**config.mk**
```make
export PLATFORM = sky130hd
export DESIGN_NAME = decode_stage
export DESIGN_NICKNAME = d
export VERILOG_FILES = /design/src/source/codes_pkg.sv /design/src/source/decode_stage.sv /design/src/source/instr_hold.sv /design/src/source/op_decode.sv /design/src/source/operand_select.sv
export SDC_FILE = /design/constraint.sdc
export NUM_CORES = 1
export LEC_CHECK = 0
export ABC_AREA = 1
export ABC_CLOCK_PERIOD_IN_PS = 9400
export BUFFER_PORTS_ARGS = -buffer_cell sky130_fd_sc_hd__buf_2
export CAP_MARGIN = 0
export CORE_MARGIN = 2
export CORE_UTILIZATION = 52
export DETAILED_ROUTE_END_ITERATION = 16
export GPL_TIMING_DRIVEN = 0
export PLACE_DENSITY = 0.87
export REMOVE_ABC_BUFFERS = 1
export SETUP_SLACK_MARGIN = 0.2
export SLEW_MARGIN = 30
export SYNTH_ARGS = -nofsm -noshare
export SYNTH_HDL_FRONTEND = slang
export SYNTH_SLANG_ARGS = --single-unit
```
**constraint.sdc**
```tcl
create_clock -name clk -period 9.4 [get_ports clk]
set_clock_uncertainty 0.2 [all_clocks]
set_input_delay 1.41 -clock clk [delete_from_list [all_inputs] [get_ports clk]]
set_output_delay 1.41 -clock clk [all_outputs]
set_load 0.02 [all_outputs]
```
**src/source/codes_pkg.sv**
```systemverilog
package codes_pkg;

  typedef logic [31:0] word_t;
  typedef logic [4:0]  regaddr_t;
  typedef logic [15:0] imm16_t;
  typedef logic [4:0]  shamt_t;
  typedef logic [25:0] target_t;

  localparam regaddr_t ZERO_REG = 5'd0;
  localparam regaddr_t LINK_REG = 5'd31; // Return address for the linking jumps.

  typedef enum logic [5:0] {
    OP_SPECIAL = 6'h00, OP_REGIMM = 6'h01, OP_J     = 6'h02, OP_JAL   = 6'h03,
    OP_BEQ     = 6'h04, OP_BNE    = 6'h05, OP_BLEZ  = 6'h06, OP_BGTZ  = 6'h07,
    OP_ADDI    = 6'h08, OP_ADDIU  = 6'h09, OP_SLTI  = 6'h0a, OP_SLTIU = 6'h0b,
    OP_ANDI    = 6'h0c, OP_ORI    = 6'h0d, OP_XORI  = 6'h0e, OP_LUI   = 6'h0f,
    OP_LB      = 6'h20, OP_LH     = 6'h21, OP_LWL   = 6'h22, OP_LW    = 6'h23,
    OP_LBU     = 6'h24, OP_LHU    = 6'h25, OP_LWR   = 6'h26, OP_SB    = 6'h28,
    OP_SH      = 6'h29, OP_SWL    = 6'h2a, OP_SW    = 6'h2b, OP_SWR   = 6'h2e,
    OP_INVALID = 6'h3f
  } opcode_t;

  typedef enum logic [5:0] {
    FUNC_SLL     = 6'h00, FUNC_SRL   = 6'h02, FUNC_SRA   = 6'h03, FUNC_SLLV  = 6'h04,
    FUNC_SRLV    = 6'h06, FUNC_SRAV  = 6'h07, FUNC_JR    = 6'h08, FUNC_JALR  = 6'h09,
    FUNC_SYSCALL = 6'h0c, FUNC_BREAK = 6'h0d, FUNC_MFHI  = 6'h10, FUNC_MTHI  = 6'h11,
    FUNC_MFLO    = 6'h12, FUNC_MTLO  = 6'h13, FUNC_MULT  = 6'h18, FUNC_MULTU = 6'h19,
    FUNC_DIV     = 6'h1a, FUNC_DIVU  = 6'h1b, FUNC_ADD   = 6'h20, FUNC_ADDU  = 6'h21,
    FUNC_SUB     = 6'h22, FUNC_SUBU  = 6'h23, FUNC_AND   = 6'h24, FUNC_OR    = 6'h25,
    FUNC_XOR     = 6'h26, FUNC_NOR   = 6'h27, FUNC_SLT   = 6'h2a, FUNC_SLTU  = 6'h2b,
    FUNC_INVALID = 6'h3f
  } func_t;

  typedef enum logic [4:0] {
    REGIMM_BLTZ    = 5'h00,
    REGIMM_BGEZ    = 5'h01,
    REGIMM_BLTZAL  = 5'h10,
    REGIMM_BGEZAL  = 5'h11,
    REGIMM_INVALID = 5'h1f
  } regimm_t;

  // Numbering is shared with the stimulus file.
  typedef enum logic [5:0] {
    FOP_J       = 6'h00, FOP_JAL     = 6'h01, FOP_BEQ     = 6'h02, FOP_BNE     = 6'h03,
    FOP_BLEZ    = 6'h04, FOP_BGTZ    = 6'h05, FOP_ADDI    = 6'h06, FOP_ADDIU   = 6'h07,
    FOP_SLTI    = 6'h08, FOP_SLTIU   = 6'h09, FOP_ANDI    = 6'h0a, FOP_ORI     = 6'h0b,
    FOP_XORI    = 6'h0c, FOP_LUI     = 6'h0d, FOP_LB      = 6'h0e, FOP_LH      = 6'h0f,
    FOP_LWL     = 6'h10, FOP_LW      = 6'h11, FOP_LBU     = 6'h12, FOP_LHU     = 6'h13,
    FOP_LWR     = 6'h14, FOP_SB      = 6'h15, FOP_SH      = 6'h16, FOP_SWL     = 6'h17,
    FOP_SW      = 6'h18, FOP_SWR     = 6'h19, FOP_SLL     = 6'h1a, FOP_SRL     = 6'h1b,
    FOP_SRA     = 6'h1c, FOP_SLLV    = 6'h1d, FOP_SRLV    = 6'h1e, FOP_SRAV    = 6'h1f,
    FOP_JR      = 6'h20, FOP_JALR    = 6'h21, FOP_SYSCALL = 6'h22, FOP_BREAK   = 6'h23,
    FOP_MFHI    = 6'h24, FOP_MTHI    = 6'h25, FOP_MFLO    = 6'h26, FOP_MTLO    = 6'h27,
    FOP_MULT    = 6'h28, FOP_MULTU   = 6'h29, FOP_DIV     = 6'h2a, FOP_DIVU    = 6'h2b,
    FOP_ADD     = 6'h2c, FOP_ADDU    = 6'h2d, FOP_SUB     = 6'h2e, FOP_SUBU    = 6'h2f,
    FOP_AND     = 6'h30, FOP_OR      = 6'h31, FOP_XOR     = 6'h32, FOP_NOR     = 6'h33,
    FOP_SLT     = 6'h34, FOP_SLTU    = 6'h35, FOP_BLTZ    = 6'h36, FOP_BGEZ    = 6'h37,
    FOP_BLTZAL  = 6'h38, FOP_BGEZAL  = 6'h39,
    FOP_INVALID = 6'h3f
  } full_op_t;

  // Fields as sliced from the word, before any selection or extension.
  typedef struct packed {
    full_op_t full_op;
    regaddr_t rs;
    regaddr_t rt;
    regaddr_t rd;
    imm16_t   imm16;
    shamt_t   shamt;
    target_t  target;
  } raw_fields_t;

  typedef struct packed {
    full_op_t full_op;
    regaddr_t rs;
    regaddr_t rt;
    regaddr_t dest;
    logic     writes_reg; // Low when dest is the zero register.
    word_t    imm32;
    shamt_t   shamt;
    target_t  target;
  } decoded_t;

endpackage

```
**src/source/decode_stage.sv**
```systemverilog
`timescale 1ns/10ps

module decode_stage (
  input  logic                clk,
  input  logic                reset_i,
  input  logic                in_valid_i,
  input  codes_pkg::word_t    in_word_i,
  output logic                in_ready_o,
  output logic                out_valid_o,
  output codes_pkg::decoded_t out_rec_o,
  input  logic                out_ready_i
);

  codes_pkg::word_t       held_word;
  codes_pkg::raw_fields_t fields;

  // The only register in the stage. Decode after it is combinational.
  instr_hold u_hold (
    .clk         (clk),
    .reset_i     (reset_i),
    .in_valid_i  (in_valid_i),
    .in_word_i   (in_word_i),
    .in_ready_o  (in_ready_o),
    .out_valid_o (out_valid_o),
    .out_word_o  (held_word),
    .out_ready_i (out_ready_i)
  );

  op_decode u_decode (
    .word_i   (held_word),
    .fields_o (fields)
  );

  operand_select u_select (
    .fields_i (fields),
    .rec_o    (out_rec_o)
  );

endmodule

```
**src/source/instr_hold.sv**
```systemverilog
`timescale 1ns/10ps

module instr_hold (
  input  logic              clk,
  input  logic              reset_i,
  input  logic              in_valid_i,
  input  codes_pkg::word_t  in_word_i,
  output logic              in_ready_o,
  output logic              out_valid_o,
  output codes_pkg::word_t  out_word_o,
  input  logic              out_ready_i
);

  logic             full;
  codes_pkg::word_t ihold;
  logic             accept;

  // Take a new word when empty or when the held one leaves this cycle.
  assign in_ready_o = !full || out_ready_i;
  assign accept     = in_valid_i && in_ready_o;

  always_ff @(posedge clk) begin
    if (reset_i) begin
      full <= 1'b0;
    end else if (in_ready_o) begin
      full <= in_valid_i; // Refill or drain.
    end
  end

  always_ff @(posedge clk) begin
    if (accept) begin
      ihold <= in_word_i;
    end
  end

  assign out_valid_o = full;
  assign out_word_o  = ihold;

endmodule

```
**src/source/op_decode.sv**
```systemverilog
`timescale 1ns/10ps

module op_decode (
  input  codes_pkg::word_t       word_i,
  output codes_pkg::raw_fields_t fields_o
);

  codes_pkg::opcode_t  opcode;
  codes_pkg::func_t    func;
  codes_pkg::regimm_t  regimm;
  codes_pkg::full_op_t full_op;

  function automatic codes_pkg::opcode_t to_opcode(logic [5:0] raw);
    case (raw)
      codes_pkg::OP_SPECIAL, codes_pkg::OP_REGIMM, codes_pkg::OP_J, codes_pkg::OP_JAL,
      codes_pkg::OP_BEQ, codes_pkg::OP_BNE, codes_pkg::OP_BLEZ, codes_pkg::OP_BGTZ,
      codes_pkg::OP_ADDI, codes_pkg::OP_ADDIU, codes_pkg::OP_SLTI, codes_pkg::OP_SLTIU,
      codes_pkg::OP_ANDI, codes_pkg::OP_ORI, codes_pkg::OP_XORI, codes_pkg::OP_LUI,
      codes_pkg::OP_LB, codes_pkg::OP_LH, codes_pkg::OP_LWL, codes_pkg::OP_LW,
      codes_pkg::OP_LBU, codes_pkg::OP_LHU, codes_pkg::OP_LWR, codes_pkg::OP_SB,
      codes_pkg::OP_SH, codes_pkg::OP_SWL, codes_pkg::OP_SW, codes_pkg::OP_SWR:
        to_opcode = codes_pkg::opcode_t'(raw);
      default:
        to_opcode = codes_pkg::OP_INVALID;
    endcase
  endfunction

  function automatic codes_pkg::func_t to_func(logic [5:0] raw);
    case (raw)
      codes_pkg::FUNC_SLL, codes_pkg::FUNC_SRL, codes_pkg::FUNC_SRA, codes_pkg::FUNC_SLLV,
      codes_pkg::FUNC_SRLV, codes_pkg::FUNC_SRAV, codes_pkg::FUNC_JR, codes_pkg::FUNC_JALR,
      codes_pkg::FUNC_SYSCALL, codes_pkg::FUNC_BREAK, codes_pkg::FUNC_MFHI,
      codes_pkg::FUNC_MTHI, codes_pkg::FUNC_MFLO, codes_pkg::FUNC_MTLO,
      codes_pkg::FUNC_MULT, codes_pkg::FUNC_MULTU, codes_pkg::FUNC_DIV, codes_pkg::FUNC_DIVU,
      codes_pkg::FUNC_ADD, codes_pkg::FUNC_ADDU, codes_pkg::FUNC_SUB, codes_pkg::FUNC_SUBU,
      codes_pkg::FUNC_AND, codes_pkg::FUNC_OR, codes_pkg::FUNC_XOR, codes_pkg::FUNC_NOR,
      codes_pkg::FUNC_SLT, codes_pkg::FUNC_SLTU:
        to_func = codes_pkg::func_t'(raw);
      default:
        to_func = codes_pkg::FUNC_INVALID;
    endcase
  endfunction

  function automatic codes_pkg::regimm_t to_regimm(logic [4:0] raw);
    case (raw)
      codes_pkg::REGIMM_BLTZ, codes_pkg::REGIMM_BGEZ,
      codes_pkg::REGIMM_BLTZAL, codes_pkg::REGIMM_BGEZAL:
        to_regimm = codes_pkg::regimm_t'(raw);
      default:
        to_regimm = codes_pkg::REGIMM_INVALID;
    endcase
  endfunction

  assign opcode = to_opcode(word_i[31:26]);
  assign func   = to_func(word_i[5:0]);
  assign regimm = to_regimm(word_i[20:16]); // REGIMM selects on the rt field.

  always_comb begin
    full_op = codes_pkg::FOP_INVALID;
    case (opcode)
      codes_pkg::OP_J:     full_op = codes_pkg::FOP_J;
      codes_pkg::OP_JAL:   full_op = codes_pkg::FOP_JAL;
      codes_pkg::OP_BEQ:   full_op = codes_pkg::FOP_BEQ;
      codes_pkg::OP_BNE:   full_op = codes_pkg::FOP_BNE;
      codes_pkg::OP_BLEZ:  full_op = codes_pkg::FOP_BLEZ;
      codes_pkg::OP_BGTZ:  full_op = codes_pkg::FOP_BGTZ;
      codes_pkg::OP_ADDI:  full_op = codes_pkg::FOP_ADDI;
      codes_pkg::OP_ADDIU: full_op = codes_pkg::FOP_ADDIU;
      codes_pkg::OP_SLTI:  full_op = codes_pkg::FOP_SLTI;
      codes_pkg::OP_SLTIU: full_op = codes_pkg::FOP_SLTIU;
      codes_pkg::OP_ANDI:  full_op = codes_pkg::FOP_ANDI;
      codes_pkg::OP_ORI:   full_op = codes_pkg::FOP_ORI;
      codes_pkg::OP_XORI:  full_op = codes_pkg::FOP_XORI;
      codes_pkg::OP_LUI:   full_op = codes_pkg::FOP_LUI;
      codes_pkg::OP_LB:    full_op = codes_pkg::FOP_LB;
      codes_pkg::OP_LH:    full_op = codes_pkg::FOP_LH;
      codes_pkg::OP_LWL:   full_op = codes_pkg::FOP_LWL;
      codes_pkg::OP_LW:    full_op = codes_pkg::FOP_LW;
      codes_pkg::OP_LBU:   full_op = codes_pkg::FOP_LBU;
      codes_pkg::OP_LHU:   full_op = codes_pkg::FOP_LHU;
      codes_pkg::OP_LWR:   full_op = codes_pkg::FOP_LWR;
      codes_pkg::OP_SB:    full_op = codes_pkg::FOP_SB;
      codes_pkg::OP_SH:    full_op = codes_pkg::FOP_SH;
      codes_pkg::OP_SWL:   full_op = codes_pkg::FOP_SWL;
      codes_pkg::OP_SW:    full_op = codes_pkg::FOP_SW;
      codes_pkg::OP_SWR:   full_op = codes_pkg::FOP_SWR;
      codes_pkg::OP_SPECIAL: begin
        case (func)
          codes_pkg::FUNC_SLL:     full_op = codes_pkg::FOP_SLL;
          codes_pkg::FUNC_SRL:     full_op = codes_pkg::FOP_SRL;
          codes_pkg::FUNC_SRA:     full_op = codes_pkg::FOP_SRA;
          codes_pkg::FUNC_SLLV:    full_op = codes_pkg::FOP_SLLV;
          codes_pkg::FUNC_SRLV:    full_op = codes_pkg::FOP_SRLV;
          codes_pkg::FUNC_SRAV:    full_op = codes_pkg::FOP_SRAV;
          codes_pkg::FUNC_JR:      full_op = codes_pkg::FOP_JR;
          codes_pkg::FUNC_JALR:    full_op = codes_pkg::FOP_JALR;
          codes_pkg::FUNC_SYSCALL: full_op = codes_pkg::FOP_SYSCALL;
          codes_pkg::FUNC_BREAK:   full_op = codes_pkg::FOP_BREAK;
          codes_pkg::FUNC_MFHI:    full_op = codes_pkg::FOP_MFHI;
          codes_pkg::FUNC_MTHI:    full_op = codes_pkg::FOP_MTHI;
          codes_pkg::FUNC_MFLO:    full_op = codes_pkg::FOP_MFLO;
          codes_pkg::FUNC_MTLO:    full_op = codes_pkg::FOP_MTLO;
          codes_pkg::FUNC_MULT:    full_op = codes_pkg::FOP_MULT;
          codes_pkg::FUNC_MULTU:   full_op = codes_pkg::FOP_MULTU;
          codes_pkg::FUNC_DIV:     full_op = codes_pkg::FOP_DIV;
          codes_pkg::FUNC_DIVU:    full_op = codes_pkg::FOP_DIVU;
          codes_pkg::FUNC_ADD:     full_op = codes_pkg::FOP_ADD;
          codes_pkg::FUNC_ADDU:    full_op = codes_pkg::FOP_ADDU;
          codes_pkg::FUNC_SUB:     full_op = codes_pkg::FOP_SUB;
          codes_pkg::FUNC_SUBU:    full_op = codes_pkg::FOP_SUBU;
          codes_pkg::FUNC_AND:     full_op = codes_pkg::FOP_AND;
          codes_pkg::FUNC_OR:      full_op = codes_pkg::FOP_OR;
          codes_pkg::FUNC_XOR:     full_op = codes_pkg::FOP_XOR;
          codes_pkg::FUNC_NOR:     full_op = codes_pkg::FOP_NOR;
          codes_pkg::FUNC_SLT:     full_op = codes_pkg::FOP_SLT;
          codes_pkg::FUNC_SLTU:    full_op = codes_pkg::FOP_SLTU;
          default:                 full_op = codes_pkg::FOP_INVALID;
        endcase
      end
      codes_pkg::OP_REGIMM: begin
        case (regimm)
          codes_pkg::REGIMM_BLTZ:   full_op = codes_pkg::FOP_BLTZ;
          codes_pkg::REGIMM_BGEZ:   full_op = codes_pkg::FOP_BGEZ;
          codes_pkg::REGIMM_BLTZAL: full_op = codes_pkg::FOP_BLTZAL;
          codes_pkg::REGIMM_BGEZAL: full_op = codes_pkg::FOP_BGEZAL;
          default:                  full_op = codes_pkg::FOP_INVALID;
        endcase
      end
      default: full_op = codes_pkg::FOP_INVALID;
    endcase
  end

  assign fields_o.full_op = full_op;
  assign fields_o.rs      = word_i[25:21];
  assign fields_o.rt      = word_i[20:16];
  assign fields_o.rd      = word_i[15:11];
  assign fields_o.imm16   = word_i[15:0];
  assign fields_o.shamt   = word_i[10:6];
  assign fields_o.target  = word_i[25:0];

endmodule

```
**src/source/operand_select.sv**
```systemverilog
`timescale 1ns/10ps

module operand_select (
  input  codes_pkg::raw_fields_t fields_i,
  output codes_pkg::decoded_t    rec_o
);

  codes_pkg::regaddr_t dest;
  codes_pkg::word_t    imm32;

  always_comb begin
    dest = codes_pkg::ZERO_REG; // Stores, branches and invalid write nothing.
    case (fields_i.full_op)
      codes_pkg::FOP_ADD, codes_pkg::FOP_ADDU, codes_pkg::FOP_SUB, codes_pkg::FOP_SUBU,
      codes_pkg::FOP_AND, codes_pkg::FOP_OR, codes_pkg::FOP_XOR, codes_pkg::FOP_NOR,
      codes_pkg::FOP_SLT, codes_pkg::FOP_SLTU,
      codes_pkg::FOP_SLL, codes_pkg::FOP_SRL, codes_pkg::FOP_SRA,
      codes_pkg::FOP_SLLV, codes_pkg::FOP_SRLV, codes_pkg::FOP_SRAV,
      codes_pkg::FOP_MFHI, codes_pkg::FOP_MFLO, codes_pkg::FOP_JALR:
        dest = fields_i.rd;
      codes_pkg::FOP_ADDI, codes_pkg::FOP_ADDIU, codes_pkg::FOP_SLTI, codes_pkg::FOP_SLTIU,
      codes_pkg::FOP_ANDI, codes_pkg::FOP_ORI, codes_pkg::FOP_XORI, codes_pkg::FOP_LUI,
      codes_pkg::FOP_LB, codes_pkg::FOP_LH, codes_pkg::FOP_LWL, codes_pkg::FOP_LW,
      codes_pkg::FOP_LBU, codes_pkg::FOP_LHU, codes_pkg::FOP_LWR:
        dest = fields_i.rt;
      codes_pkg::FOP_JAL, codes_pkg::FOP_BLTZAL, codes_pkg::FOP_BGEZAL:
        dest = codes_pkg::LINK_REG;
      default:
        dest = codes_pkg::ZERO_REG;
    endcase
  end

  always_comb begin
    case (fields_i.full_op)
      codes_pkg::FOP_ANDI, codes_pkg::FOP_ORI, codes_pkg::FOP_XORI:
        imm32 = {16'h0000, fields_i.imm16}; // Logic ops zero-extend.
      codes_pkg::FOP_LUI:
        imm32 = {fields_i.imm16, 16'h0000};
      default:
        imm32 = {{16{fields_i.imm16[15]}}, fields_i.imm16};
    endcase
  end

  assign rec_o.full_op    = fields_i.full_op;
  assign rec_o.rs         = fields_i.rs;
  assign rec_o.rt         = fields_i.rt;
  assign rec_o.dest       = dest;
  assign rec_o.writes_reg = (dest != codes_pkg::ZERO_REG); // r0 is never written.
  assign rec_o.imm32      = imm32;
  assign rec_o.shamt      = fields_i.shamt;
  assign rec_o.target     = fields_i.target;

endmodule

```
==> impl_table.tex, run 1 <==
\begin{tabular}{lr}
\hline
Metric & Value \\
\hline
\multicolumn{2}{l}{\textbf{Run status}} \\
Outcome & finished, final reports clean \\
\multicolumn{2}{l}{\textbf{Clocking}} \\
Number of CTS-inserted buffers & 5 \\
Max H-tree Level & 2 \\
Number of buffers added to fix hold violations after cts & 0 \\
Clock input transition at the sequential cells of the worst setup and hold paths & 70 ps \\
Post CTS Setup Buffer Count & 0 \\
Buffers from clock root to sink, at most & 2 \\
TritonCTS clock tree & yes \\
Cell chosen for the clock root & clkbuf\_8 \\
Insertion delay of the later-clocked pin in the worst-skew pair & 280 ps \\
Total clock sinks & 33 \\
Cells resized by post-CTS repair & 0 \\
\multicolumn{2}{l}{\textbf{Timing}} \\
\# setup viols final & 0 \\
Setup TNS & 0 ps \\
Slew at the pin closest to its max-slew limit & 748 ps \\
Max frequency & 193 MHz \\
Unrepaired setup endpoints after global routing & false \\
Min Clock Period, post-route & 5190 ps \\
Tightest slew margin relative to the limit & 50.0\% \\
Final cycle utilization of the critical path & 55.2\% \\
Slack of the critical path & 4210 ps \\
Slew Viols, Final & 0 \\
Number of hold violations in the final report & 0 \\
Worst-case hold slack & 334 ps \\
\multicolumn{2}{l}{\textbf{Synthesis}} \\
Sequential element share of the synthesized area & 36.2\% \\
Share of Yosys cell area claimed by the top area cell type & 35.5\% \\
Top-count cell post-synth & nor2\_1 \\
Count of warnings emitted by yosys & 0 \\
Ranking of synthesized cells by instance count & nor2\_1 (64), nand2\_1 (62), inv\_1 (48) \\
Gate count of the mapped netlist & 376 \\
Leading post-synthesis cells by cell area & edfxtp\_1 (35\%), buf\_4 (11\%), nor2\_1 (8.9\%) \\
Syn avg cell area & 7.20 µm² \\
Most instantiated flip-flop cell in the synthesis netlist & edfxtp\_1 \\
Number of unique standard cell types used by synthesis & 33 \\
Async S/R FF share, synth & 0\% \\
Synthesized flop and latch total & 33 \\
Mapped cell area & 2710 µm² \\
Number of flops mapped to enable cells by yosys & 32 \\
Top cell type by total area after synthesis & edfxtp\_1 \\
\multicolumn{2}{l}{\textbf{Hold path}} \\
Worst min-delay path category & reg2reg \\
\multicolumn{2}{l}{\textbf{Floorplan}} \\
Die area & 5800 µm² \\
Std-Cell Core Area & 5070 µm² \\
Total I/O pin count & 123 \\
Effective utilization at floorplan & 53.4\% \\
Die X-Extent & 76.2 µm \\
Height of the die & 76.2 µm \\
Row Count & 26 \\
\multicolumn{2}{l}{\textbf{Global routing}} \\
Pin count of the biggest net entering global routing & 21 \\
Total global routing overflow & 0 \\
Total routing usage reported by global routing & 22.9\% \\
Number of global-route vias before repair & 2380 \\
Antenna violations before repair & 0 \\
First-pass GRT wire length & 10900 µm \\
\multicolumn{2}{l}{\textbf{Setup path}} \\
Data required, critical path & 7790 ps \\
End point of the critical path & out\_rec\_o[63] \\
Largest driver fanout on the critical path & 20 \\
Worst r2r path cells & 2 \\
Critical path type & reg2out \\
Crit. End Element & primary output \\
Arrival time at the worst endpoint & 3580 ps \\
Reg-to-reg endpoint & u\_hold.out\_word\_o[27] \\
Worst flop-to-flop path startpoint & u\_hold.out\_valid\_o \\
Reg2Reg Setup Slack & 7820 ps \\
Type of origin of the critical path & register \\
CP startpoint & u\_hold.out\_word\_o[31] \\
\multicolumn{2}{l}{\textbf{Power and ir drop}} \\
Maximum ir drop on the vdd rail & 0.120 mV \\
Total power of the final layout & 0.424 mW \\
Cell leakage power & 1.71 nW \\
Power per standard cell area & 133 nW/µm² \\
\multicolumn{2}{l}{\textbf{Place}} \\
Worst slack, placed & 4590 ps \\
RD Place Congestion & 0.972 \\
Detail Placement HPWL & 5470 µm \\
Buffers added on ports & 122 \\
\multicolumn{2}{l}{\textbf{Route}} \\
Met3 Wirelength & 572 µm \\
Via Count & 2725 \\
Drc violations & 0 \\
Max layer used & met4 \\
Met2 wire len & 3380 µm \\
Wire length per cell after detailed routing & 12.9 µm \\
Number of nets with antenna violations after detailed routing & 0 \\
Starting DRC count in detailed routing & 252 \\
TritonRoute pass-1 iters & 4 \\
Routed vias/inst & 5.13 \\
Wire length on met1 & 2790 µm \\
Sum of routed wire length over all layers & 6870 µm \\
\multicolumn{2}{l}{\textbf{Finish}} \\
Fraction of layout instances using a drive strength above 1 & 36.2\% \\
Fill cell count & 444 \\
Post-layout net count & 498 \\
Diode count & 0 \\
Area of the multi-input gates & 1180 µm² \\
Growth of design area from synthesis to finish & 18.1\% \\
Total area of sequential cells & 981 µm² \\
\multicolumn{2}{l}{\textbf{Job}} \\
Number of violations of the max-capacitance limit & 0 \\
\hline
\end{tabular}
==> through the flow <==
| step | instances | area [µm²] | utilization, % |
|---|---|---|---|
| after floorplan | 330 | 2380 | - |
| after global placement | 522 | 3080 | 60.7 |
| after detailed placement | 523 | 3120 | 61.4 |
| after CTS | 531 | 3200 | 63.0 |
| after global routing | 531 | 3200 | 63.0 |
| final | 531 | 3200 | 63.0 |
==> where the power goes <==
| part | internal [mW] | switching, mW | total, mW |
|---|---|---|---|
| Clock | 0.0513 | 0.0508 | 0.102 |
| Combinational | 0.0447 | 0.0967 | 0.141 |
| Sequential | 0.172 | 0.00851 | 0.181 |
==> sequential cells by signal, indices dropped and copies added (netlist names) <==
register,cells
u_hold.out_word_o,32
u_hold.out_valid_o,1
==> worst min path at each step <==
| stage | endpoint | from | cells after the start | slack [ps] |
|---|---|---|---|---|
| CTS | u_hold.out_valid_o | u_hold.out_valid_o | 2 | 340 |
| finish | u_hold.out_valid_o | u_hold.out_valid_o | 2 | 330 |
| global placement | u_hold.out_valid_o | u_hold.out_valid_o | 2 | 280 |
| floorplan | u_hold.out_valid_o | u_hold.out_valid_o | 2 | 510 |
| global route | u_hold.out_valid_o | u_hold.out_valid_o | 2 | 390 |
| detailed placement | u_hold.out_valid_o | u_hold.out_valid_o | 2 | 330 |
==> kinds of logic (layout without fill, tap and decap cells) <==
logic type,count (synthesis),in the layout,synth area share [%]
AND/OR/NAND/NOR,198,198,34.1
AO/OA/AOI/OAI,36,36,8.13
adder cells (fa/ha/maj),2,2,0.924
flip-flops,33,33,36.2
buffers and inverters,107,192,20.6
==> area by class of cell <==
class / count / area share (%)
Sequential cell: 33 / 30.7
Timing Repair Buffer: 123 / 19.9
Inverter: 61 / 7.16
Tap cell: 70 / 2.74
Clock buffer: 6 / 2.27
Clock inverter: 2 / 0.313
Multi-Input combinational cell: 236 / 36.9
==> routing by layer <==
metal  vias to the layer above  global-route usage, %
met2                       141                   39.0
met5                         -                      0
li1                       1348                      -
met3                        17                   4.86
met4                         0                   8.91
met1                      1219                   28.5
==> critical path: stages (launching register included) <==
cell	delay [ps]
edfxtp_1	480
nor2_1	620
nand3_1	650
nand2_1	260
nor2_1	100
nand4_1	90
nor2_1	60
nand2_2	120
nor2_2	50
nand2_1	50
nor2_1	50
nor2_2	100
nand2_2	110
a21boi_1	280
nand3_1	110
buf_2	160
==> cells in the final DEF, fill, tap and decap left out, drive strengths merged <==
| cell type | n |
|---|---|
| ha | 2 |
| clkbuf | 6 |
| a21oi | 8 |
| a211oi | 1 |
| o31ai | 1 |
| inv | 60 |
| nand2 | 73 |
| o21ai | 21 |
| clkinv | 3 |
| nor3b | 1 |
| buf | 123 |
| o211a | 1 |
| nand4 | 15 |
| o2111a | 1 |
| edfxtp | 32 |
| nand3 | 37 |
| a31oi | 1 |
| dfxtp | 1 |
| o22ai | 1 |
| nor3 | 2 |
| nor2 | 70 |
| a21boi | 1 |
(Power assumes the default switching activity.)
==> run 2, diff against run 1 <==
ABC_CLOCK_PERIOD_IN_PS = 4860   (was 9400)
CORE_UTILIZATION = 48   (was 52)
PLACE_DENSITY = 0.82   (was 0.87)
clock period = 4.86 ns   (was 9.4 ns; I/O delays follow)
==> run 2 against run 1 <==
  * Via count is 1.7% lower
  * Design area is 1.4% higher
  * Power is 110% higher
  * Setup slack worse by 3600 ps
  * Final cell count is 0.38% higher
  * First-iteration DRC count is 25% lower
  * Largest cell class unchanged
  * Largest power group unchanged
  * Highest routed layer unchanged
==> impl_table.tex, run 2 (synthesis gave the netlist of run 1 again) <==
\begin{tabular}{lr}
\hline
Metric & Value \\
\hline
\multicolumn{2}{l}{\textbf{Run status}} \\
Outcome & finished, final reports clean \\
\multicolumn{2}{l}{\textbf{Setup path}} \\
Critical path type & reg2out \\
Dominant cell type by count on the critical path & nor2\_1 \\
Type of origin of the critical path & register \\
Crit-path max cell delay & 620 ps \\
Largest driver fanout on the critical path & 20 \\
Slowest cell on the critical path & nor2\_1 \\
Crit. End Element & primary output \\
Arrival time at the worst endpoint & 3300 ps \\
Worst-path cell chain & nor2\_1 -> nand3\_2 -> nand2\_1 -> nor2\_1 -> nand4\_1 -> nor2\_1 -> nand2\_2 -> nor2\_2 -> nand2\_1 -> nor2\_1 -> nor2\_2 -> nand2\_2 -> a21boi\_1 -> nand3\_1 -> buf\_2 \\
Data required, critical path & 3930 ps \\
\multicolumn{2}{l}{\textbf{Finish}} \\
Total area of sequential cells & 981 µm² \\
Fill cell count & 506 \\
Final std cells w/o fill & 533 \\
Post-layout net count & 498 \\
Growth of design area from synthesis to finish & 19.8\% \\
Diode count & 0 \\
Flip-flop count of the largest register, all copies and words added & 32 \\
Commonest cells after routing, fill and taps aside & buf\_2 (122), nor2\_1 (64), nand2\_1 (62) \\
Most frequent standard cell in the layout excluding fill and tap cells & buf\_2 \\
Fraction of layout instances using a drive strength above 1 & 36.7\% \\
Share of the core filled with cells & 59.3\% \\
Area of the multi-input gates & 1190 µm² \\
Fin area & 3240 µm² \\
\multicolumn{2}{l}{\textbf{Route}} \\
Routed vias/inst & 5.02 \\
Wire length per cell after detailed routing & 12.5 µm \\
Drc violations & 0 \\
Sum of routed wire length over all layers & 6660 µm \\
Number of nets with antenna violations after detailed routing & 0 \\
TritonRoute pass-1 iters & 4 \\
Starting DRC count in detailed routing & 189 \\
Via Count & 2678 \\
\multicolumn{2}{l}{\textbf{Place}} \\
Placed instance count & 525 \\
RD Place Congestion & 0.940 \\
Dpl cell area & 3120 µm² \\
Buffers added on ports & 122 \\
Detail Placement HPWL & 5310 µm \\
\multicolumn{2}{l}{\textbf{Floorplan}} \\
Height of the die & 79.1 µm \\
Row Count & 27 \\
Std-Cell Core Area & 5470 µm² \\
Die X-Extent & 79.1 µm \\
Effective utilization at floorplan & 49.5\% \\
Total I/O pin count & 123 \\
Die area & 6260 µm² \\
\multicolumn{2}{l}{\textbf{Global routing}} \\
Total routing usage reported by global routing & 21.9\% \\
Total global routing overflow & 0 \\
Pin count of the biggest net entering global routing & 22 \\
First-pass GRT wire length & 11000 µm \\
Number of global-route vias before repair & 2510 \\
Antenna violations before repair & 0 \\
\multicolumn{2}{l}{\textbf{Power and ir drop}} \\
Power per standard cell area & 275 nW/µm² \\
Total power of the final layout & 0.891 mW \\
Maximum ir drop on the vdd rail & 0.216 mV \\
Cell leakage power & 1.73 nW \\
\multicolumn{2}{l}{\textbf{Timing}} \\
Final cycle utilization of the critical path & 87.0\% \\
Slew at the pin closest to its max-slew limit & 757 ps \\
\# setup viols final & 0 \\
Max frequency & 237 MHz \\
Unrepaired setup endpoints after global routing & false \\
Setup TNS & 0 ps \\
Min Clock Period, post-route & 4230 ps \\
Slew Viols, Final & 0 \\
Tightest slew margin relative to the limit & 49.4\% \\
Number of hold violations in the final report & 0 \\
\multicolumn{2}{l}{\textbf{Clocking}} \\
Total clock sinks & 33 \\
Post CTS Setup Buffer Count & 0 \\
Number of CTS-inserted buffers & 5 \\
Insertion delay of the later-clocked pin in the worst-skew pair & 290 ps \\
Clock input transition at the sequential cells of the worst setup and hold paths & 70 ps \\
Max H-tree Level & 2 \\
Buffers from clock root to sink, at most & 2 \\
TritonCTS clock tree & yes \\
Cell chosen for the clock root & clkbuf\_8 \\
\multicolumn{2}{l}{\textbf{Hold path}} \\
Worst min-delay path category & reg2reg \\
\multicolumn{2}{l}{\textbf{Job}} \\
Number of violations of the max-capacitance limit & 0 \\
\hline
\end{tabular}
run 2: cell count changes in the layout (fill, tap and decap cells not counted):
cell,before,now
bufinv_16,0,1
clkbuf_1,1,0
clkbuf_8,5,6
clkinv_2,2,0
clkinvlp_4,0,1
nand3_1,34,33
nand3_2,3,4
run 2: what timing repair did:
item                       in CTS  in global routing
hold buffers                    0                  0
resized for setup               0                  1
setup endpoints to repair       0                  2
run 2: critical path: cells and delay by family (launching register included):
kind	cells	cell delay, ps
AND/OR/NAND/NOR	13	2090
AO/OA/AOI/OAI	1	270
flip-flops	1	470
buffers and inverters	1	170
run 2: layer usage:
metal | global-route usage (%) | vias up | part of all wire, %
met1 | 27.5 | 1200 | 41
met3 | 2.95 | 14 | 7.4
met4 | 9.14 | 0 | 1.7
li1 | - | 1343 | -
met2 | 37.9 | 121 | 50
met5 | 0 | - | 0
run 2: where the power goes:
| part | internal, mW | leakage (nW) | switching, mW |
|---|---|---|---|
| registers | 0.333 | 0.318 | 0.0156 |
| clock network | 0.167 | 0.0574 | 0.104 |
| logic | 0.0866 | 1.35 | 0.186 |
run 2: stage by stage:
step / worst slack, ps / hold slack [ps]
floorplan: 1100 / 505
global placement: 814 / 281
detailed placement: 756 / 328
CTS: 416 / 342
global route: 259 / 365
finish: 632 / 340
run 2: area by class of cell:
type / count / area share [%]
Timing Repair Buffer: 123 / 19.7
Sequential cell: 33 / 30.2
Tap cell: 72 / 2.78
Clock buffer: 6 / 2.55
Multi-Input combinational cell: 236 / 36.6
Clock inverter: 2 / 1.16
Inverter: 61 / 7.06
run 2: path summary, 6_finish.rpt:
kind,endpoint,startpoint,slack (ps),cells after the start
worst min-delay path,u_hold.out_valid_o,u_hold.out_valid_o,340,2
worst max register to register,u_hold.out_word_o[26],u_hold.out_valid_o,3340,2
worst max-delay path,out_rec_o[63],u_hold.out_word_o[31],630,15
worst min register to register,u_hold.out_valid_o,u_hold.out_valid_o,340,2
==> run 3, diff against run 2 <==
ABC_AREA = 0   (was 1)
CORE_UTILIZATION = 47   (was 48)
PLACE_DENSITY = 0.81   (was 0.82)
==> run 3 against run 2 <==
  * Maximum frequency shrank 12%
  * Power shrank 6.1%
  * Critical path depth shrank 5
  * Count of clock-buffer cells in the layout shrank 1
  * Final cell count shrank 14%
  * Die area shrank 1.8%
  * First-iteration DRC count grew 86%
  * Non-clock buffer count grew 37
  * Critical path type unchanged
  * Largest power group unchanged
==> impl_table.tex, run 3 <==
\begin{tabular}{lr}
\hline
Metric & Value \\
\hline
\multicolumn{2}{l}{\textbf{Run status}} \\
Outcome & finished, final reports clean \\
\multicolumn{2}{l}{\textbf{Route}} \\
Wire length per cell after detailed routing & 18.5 µm \\
Drc violations & 0 \\
Number of nets with antenna violations after detailed routing & 0 \\
Routed vias/inst & 5.93 \\
Sum of routed wire length over all layers & 8460 µm \\
Starting DRC count in detailed routing & 352 \\
TritonRoute pass-1 iters & 6 \\
Via Count & 2709 \\
\multicolumn{2}{l}{\textbf{Global routing}} \\
Total routing usage reported by global routing & 22.6\% \\
Antenna violations before repair & 0 \\
Pin count of the biggest net entering global routing & 33 \\
Total global routing overflow & 0 \\
First-pass GRT wire length & 11200 µm \\
Number of global-route vias before repair & 2351 \\
\multicolumn{2}{l}{\textbf{Synthesis}} \\
Number of flops mapped to enable cells by yosys & 32 \\
Number of unique standard cell types used by synthesis & 63 \\
Syn avg cell area & 9.22 µm² \\
Gate count of the mapped netlist & 282 \\
Ranking of synthesized cells by instance count & buf\_4 (41), edfxtp\_1 (32), nor2b\_1 (21) \\
Synthesized flop and latch total & 33 \\
Async S/R FF share, synth & 0\% \\
Mapped cell area & 2600 µm² \\
Sequential element share of the synthesized area & 37.7\% \\
Most instantiated flip-flop cell in the synthesis netlist & edfxtp\_1 \\
Share of Yosys cell area claimed by the top area cell type & 36.9\% \\
Leading post-synthesis cells by cell area & edfxtp\_1 (37\%), buf\_4 (12\%), a21o\_1 (5.5\%) \\
Count of warnings emitted by yosys & 0 \\
Top cell type by total area after synthesis & edfxtp\_1 \\
Top-count cell post-synth & buf\_4 \\
\multicolumn{2}{l}{\textbf{Place}} \\
Buffers added on ports & 122 \\
Detail Placement HPWL & 4740 µm \\
Placed instance count & 415 \\
RD Place Congestion & 0.932 \\
\multicolumn{2}{l}{\textbf{Clocking}} \\
Clock input transition at the sequential cells of the worst setup and hold paths & 60 ps \\
Number of CTS-inserted buffers & 5 \\
Buffers from clock root to sink, at most & 2 \\
Total clock sinks & 33 \\
Max H-tree Level & 2 \\
Cell chosen for the clock root & clkbuf\_8 \\
TritonCTS clock tree & yes \\
Insertion delay of the later-clocked pin in the worst-skew pair & 270 ps \\
\multicolumn{2}{l}{\textbf{Finish}} \\
Fraction of layout instances using a drive strength above 1 & 51.7\% \\
Post-layout net count & 424 \\
Final std cells w/o fill & 457 \\
Growth of design area from synthesis to finish & 31.8\% \\
Most frequent standard cell in the layout excluding fill and tap cells & buf\_2 \\
Commonest cells after routing, fill and taps aside & buf\_2 (126), edfxtp\_1 (32), buf\_4 (29) \\
Diode count & 0 \\
Flip-flop count of the largest register, all copies and words added & 32 \\
\multicolumn{2}{l}{\textbf{Setup path}} \\
Worst r2r path cells & 2 \\
Critical path type & reg2out \\
Crit. End Element & primary output \\
Type of origin of the critical path & register \\
Arrival time at the worst endpoint & 3900 ps \\
Largest driver fanout on the critical path & 11 \\
Data required, critical path & 3930 ps \\
\multicolumn{2}{l}{\textbf{Floorplan}} \\
Std-Cell Core Area & 5440 µm² \\
Row Count & 27 \\
Die X-Extent & 78.4 µm \\
Height of the die & 78.4 µm \\
Total I/O pin count & 123 \\
Die area & 6150 µm² \\
Effective utilization at floorplan & 47.8\% \\
\multicolumn{2}{l}{\textbf{Job}} \\
Number of violations of the max-capacitance limit & 0 \\
\multicolumn{2}{l}{\textbf{Timing}} \\
Final cycle utilization of the critical path & 99.3\% \\
Slew at the pin closest to its max-slew limit & 897 ps \\
Max frequency & 207 MHz \\
Unrepaired setup endpoints after global routing & true \\
Slew Viols, Final & 0 \\
Number of hold violations in the final report & 0 \\
Min Clock Period, post-route & 4830 ps \\
Worst-case hold slack & 356 ps \\
\# setup viols final & 0 \\
Tightest slew margin relative to the limit & 39.7\% \\
\multicolumn{2}{l}{\textbf{Power and ir drop}} \\
Cell leakage power & 1.57 nW \\
Maximum ir drop on the vdd rail & 0.286 mV \\
Power per standard cell area & 244 nW/µm² \\
\multicolumn{2}{l}{\textbf{Hold path}} \\
Worst min-delay path category & reg2reg \\
Cell count of the worst hold path & 2 \\
\hline
\end{tabular}
## run 3: kinds of logic (layout without fill, tap and decap cells)
logic type | Yosys count | count (layout) | share of synthesized area [%]
xor gates and xnor gates | 1 | 1 | 0.337
AOI/OAI and AO/OA | 85 | 86 | 23.6
and+or+nand+nor | 85 | 85 | 19.4
buffers and inverters | 74 | 176 | 17.2
adders and majority gates | 3 | 3 | 1.35
DFF | 33 | 33 | 37.7
muxes | 1 | 1 | 0.385
## run 3: path summary, 6_finish.rpt
check,from,to,slack (ps)
setup / recovery,u_hold.out_word_o[30],out_rec_o[63],30
hold / removal,u_hold.out_valid_o,u_hold.out_valid_o,360
setup reg to reg,u_hold.out_valid_o,u_hold.out_word_o[8],3210
hold reg to reg,u_hold.out_valid_o,u_hold.out_valid_o,360
## run 3: timing repair
action	4_1_cts	5_1_grt
hold buffers	0	0
endpoints found under the hold margin	0	0
gates resized for setup	8	30
cloned	0	1
endpoints found under the setup margin	5	3
setup buffers	18	17
pin swaps	3	21
## run 3: layout make-up
class	instances	area [µm²]
flip-flops and latches	33	981
inverters	10	37.5
fillers	390	2010
clock buffers	5	68.8
clock inverters	1	5.00
well taps	72	90.1
repair buffers	160	905
multi-input cells	176	1340
## run 3: per-stage QoR
step | setup WS, ps | area [µm²] | utilization [%] | total power, mW | TNS, ps
after global routing | -85.7 | 3430 | 63.0 | 0.869 | -85.7
after CTS | 203 | 3140 | 57.8 | 0.795 | 0
after detailed placement | -44.2 | 2910 | 53.6 | 0.600 | -44.2
after global placement | -723 | 2890 | 53.2 | 0.594 | -19390
after floorplan | 68.8 | 2190 | - | 0.515 | 0
final | 32.0 | 3430 | 63.0 | 0.837 | 0
## run 3: power breakdown
part	switching (mW)	total, mW	internal [mW]
clock network	0.0869	0.181	0.0938
logic	0.182	0.300	0.119
registers	0.0224	0.356	0.333
## run 3: critical path: stages (launching register included)
cell and delay (ps):
edfxtp_1 580, or4_4 600, nor3_2 290, o41ai_2 240, o311ai_4 420, o21a_1 210, o32ai_4 100, a21o_1 200
a2111oi_2 330, or4b_4 500, buf_6 150
## run 3: per-layer routing
layer  GRT usage, %  vias to the layer above  routed length (µm)
li1               -                     1213                   -
met1           26.1                     1266                3060
met2           40.3                      194                4280
met3           5.29                       36                 758
met4           9.12                        0                 360
met5              0                        -                   0
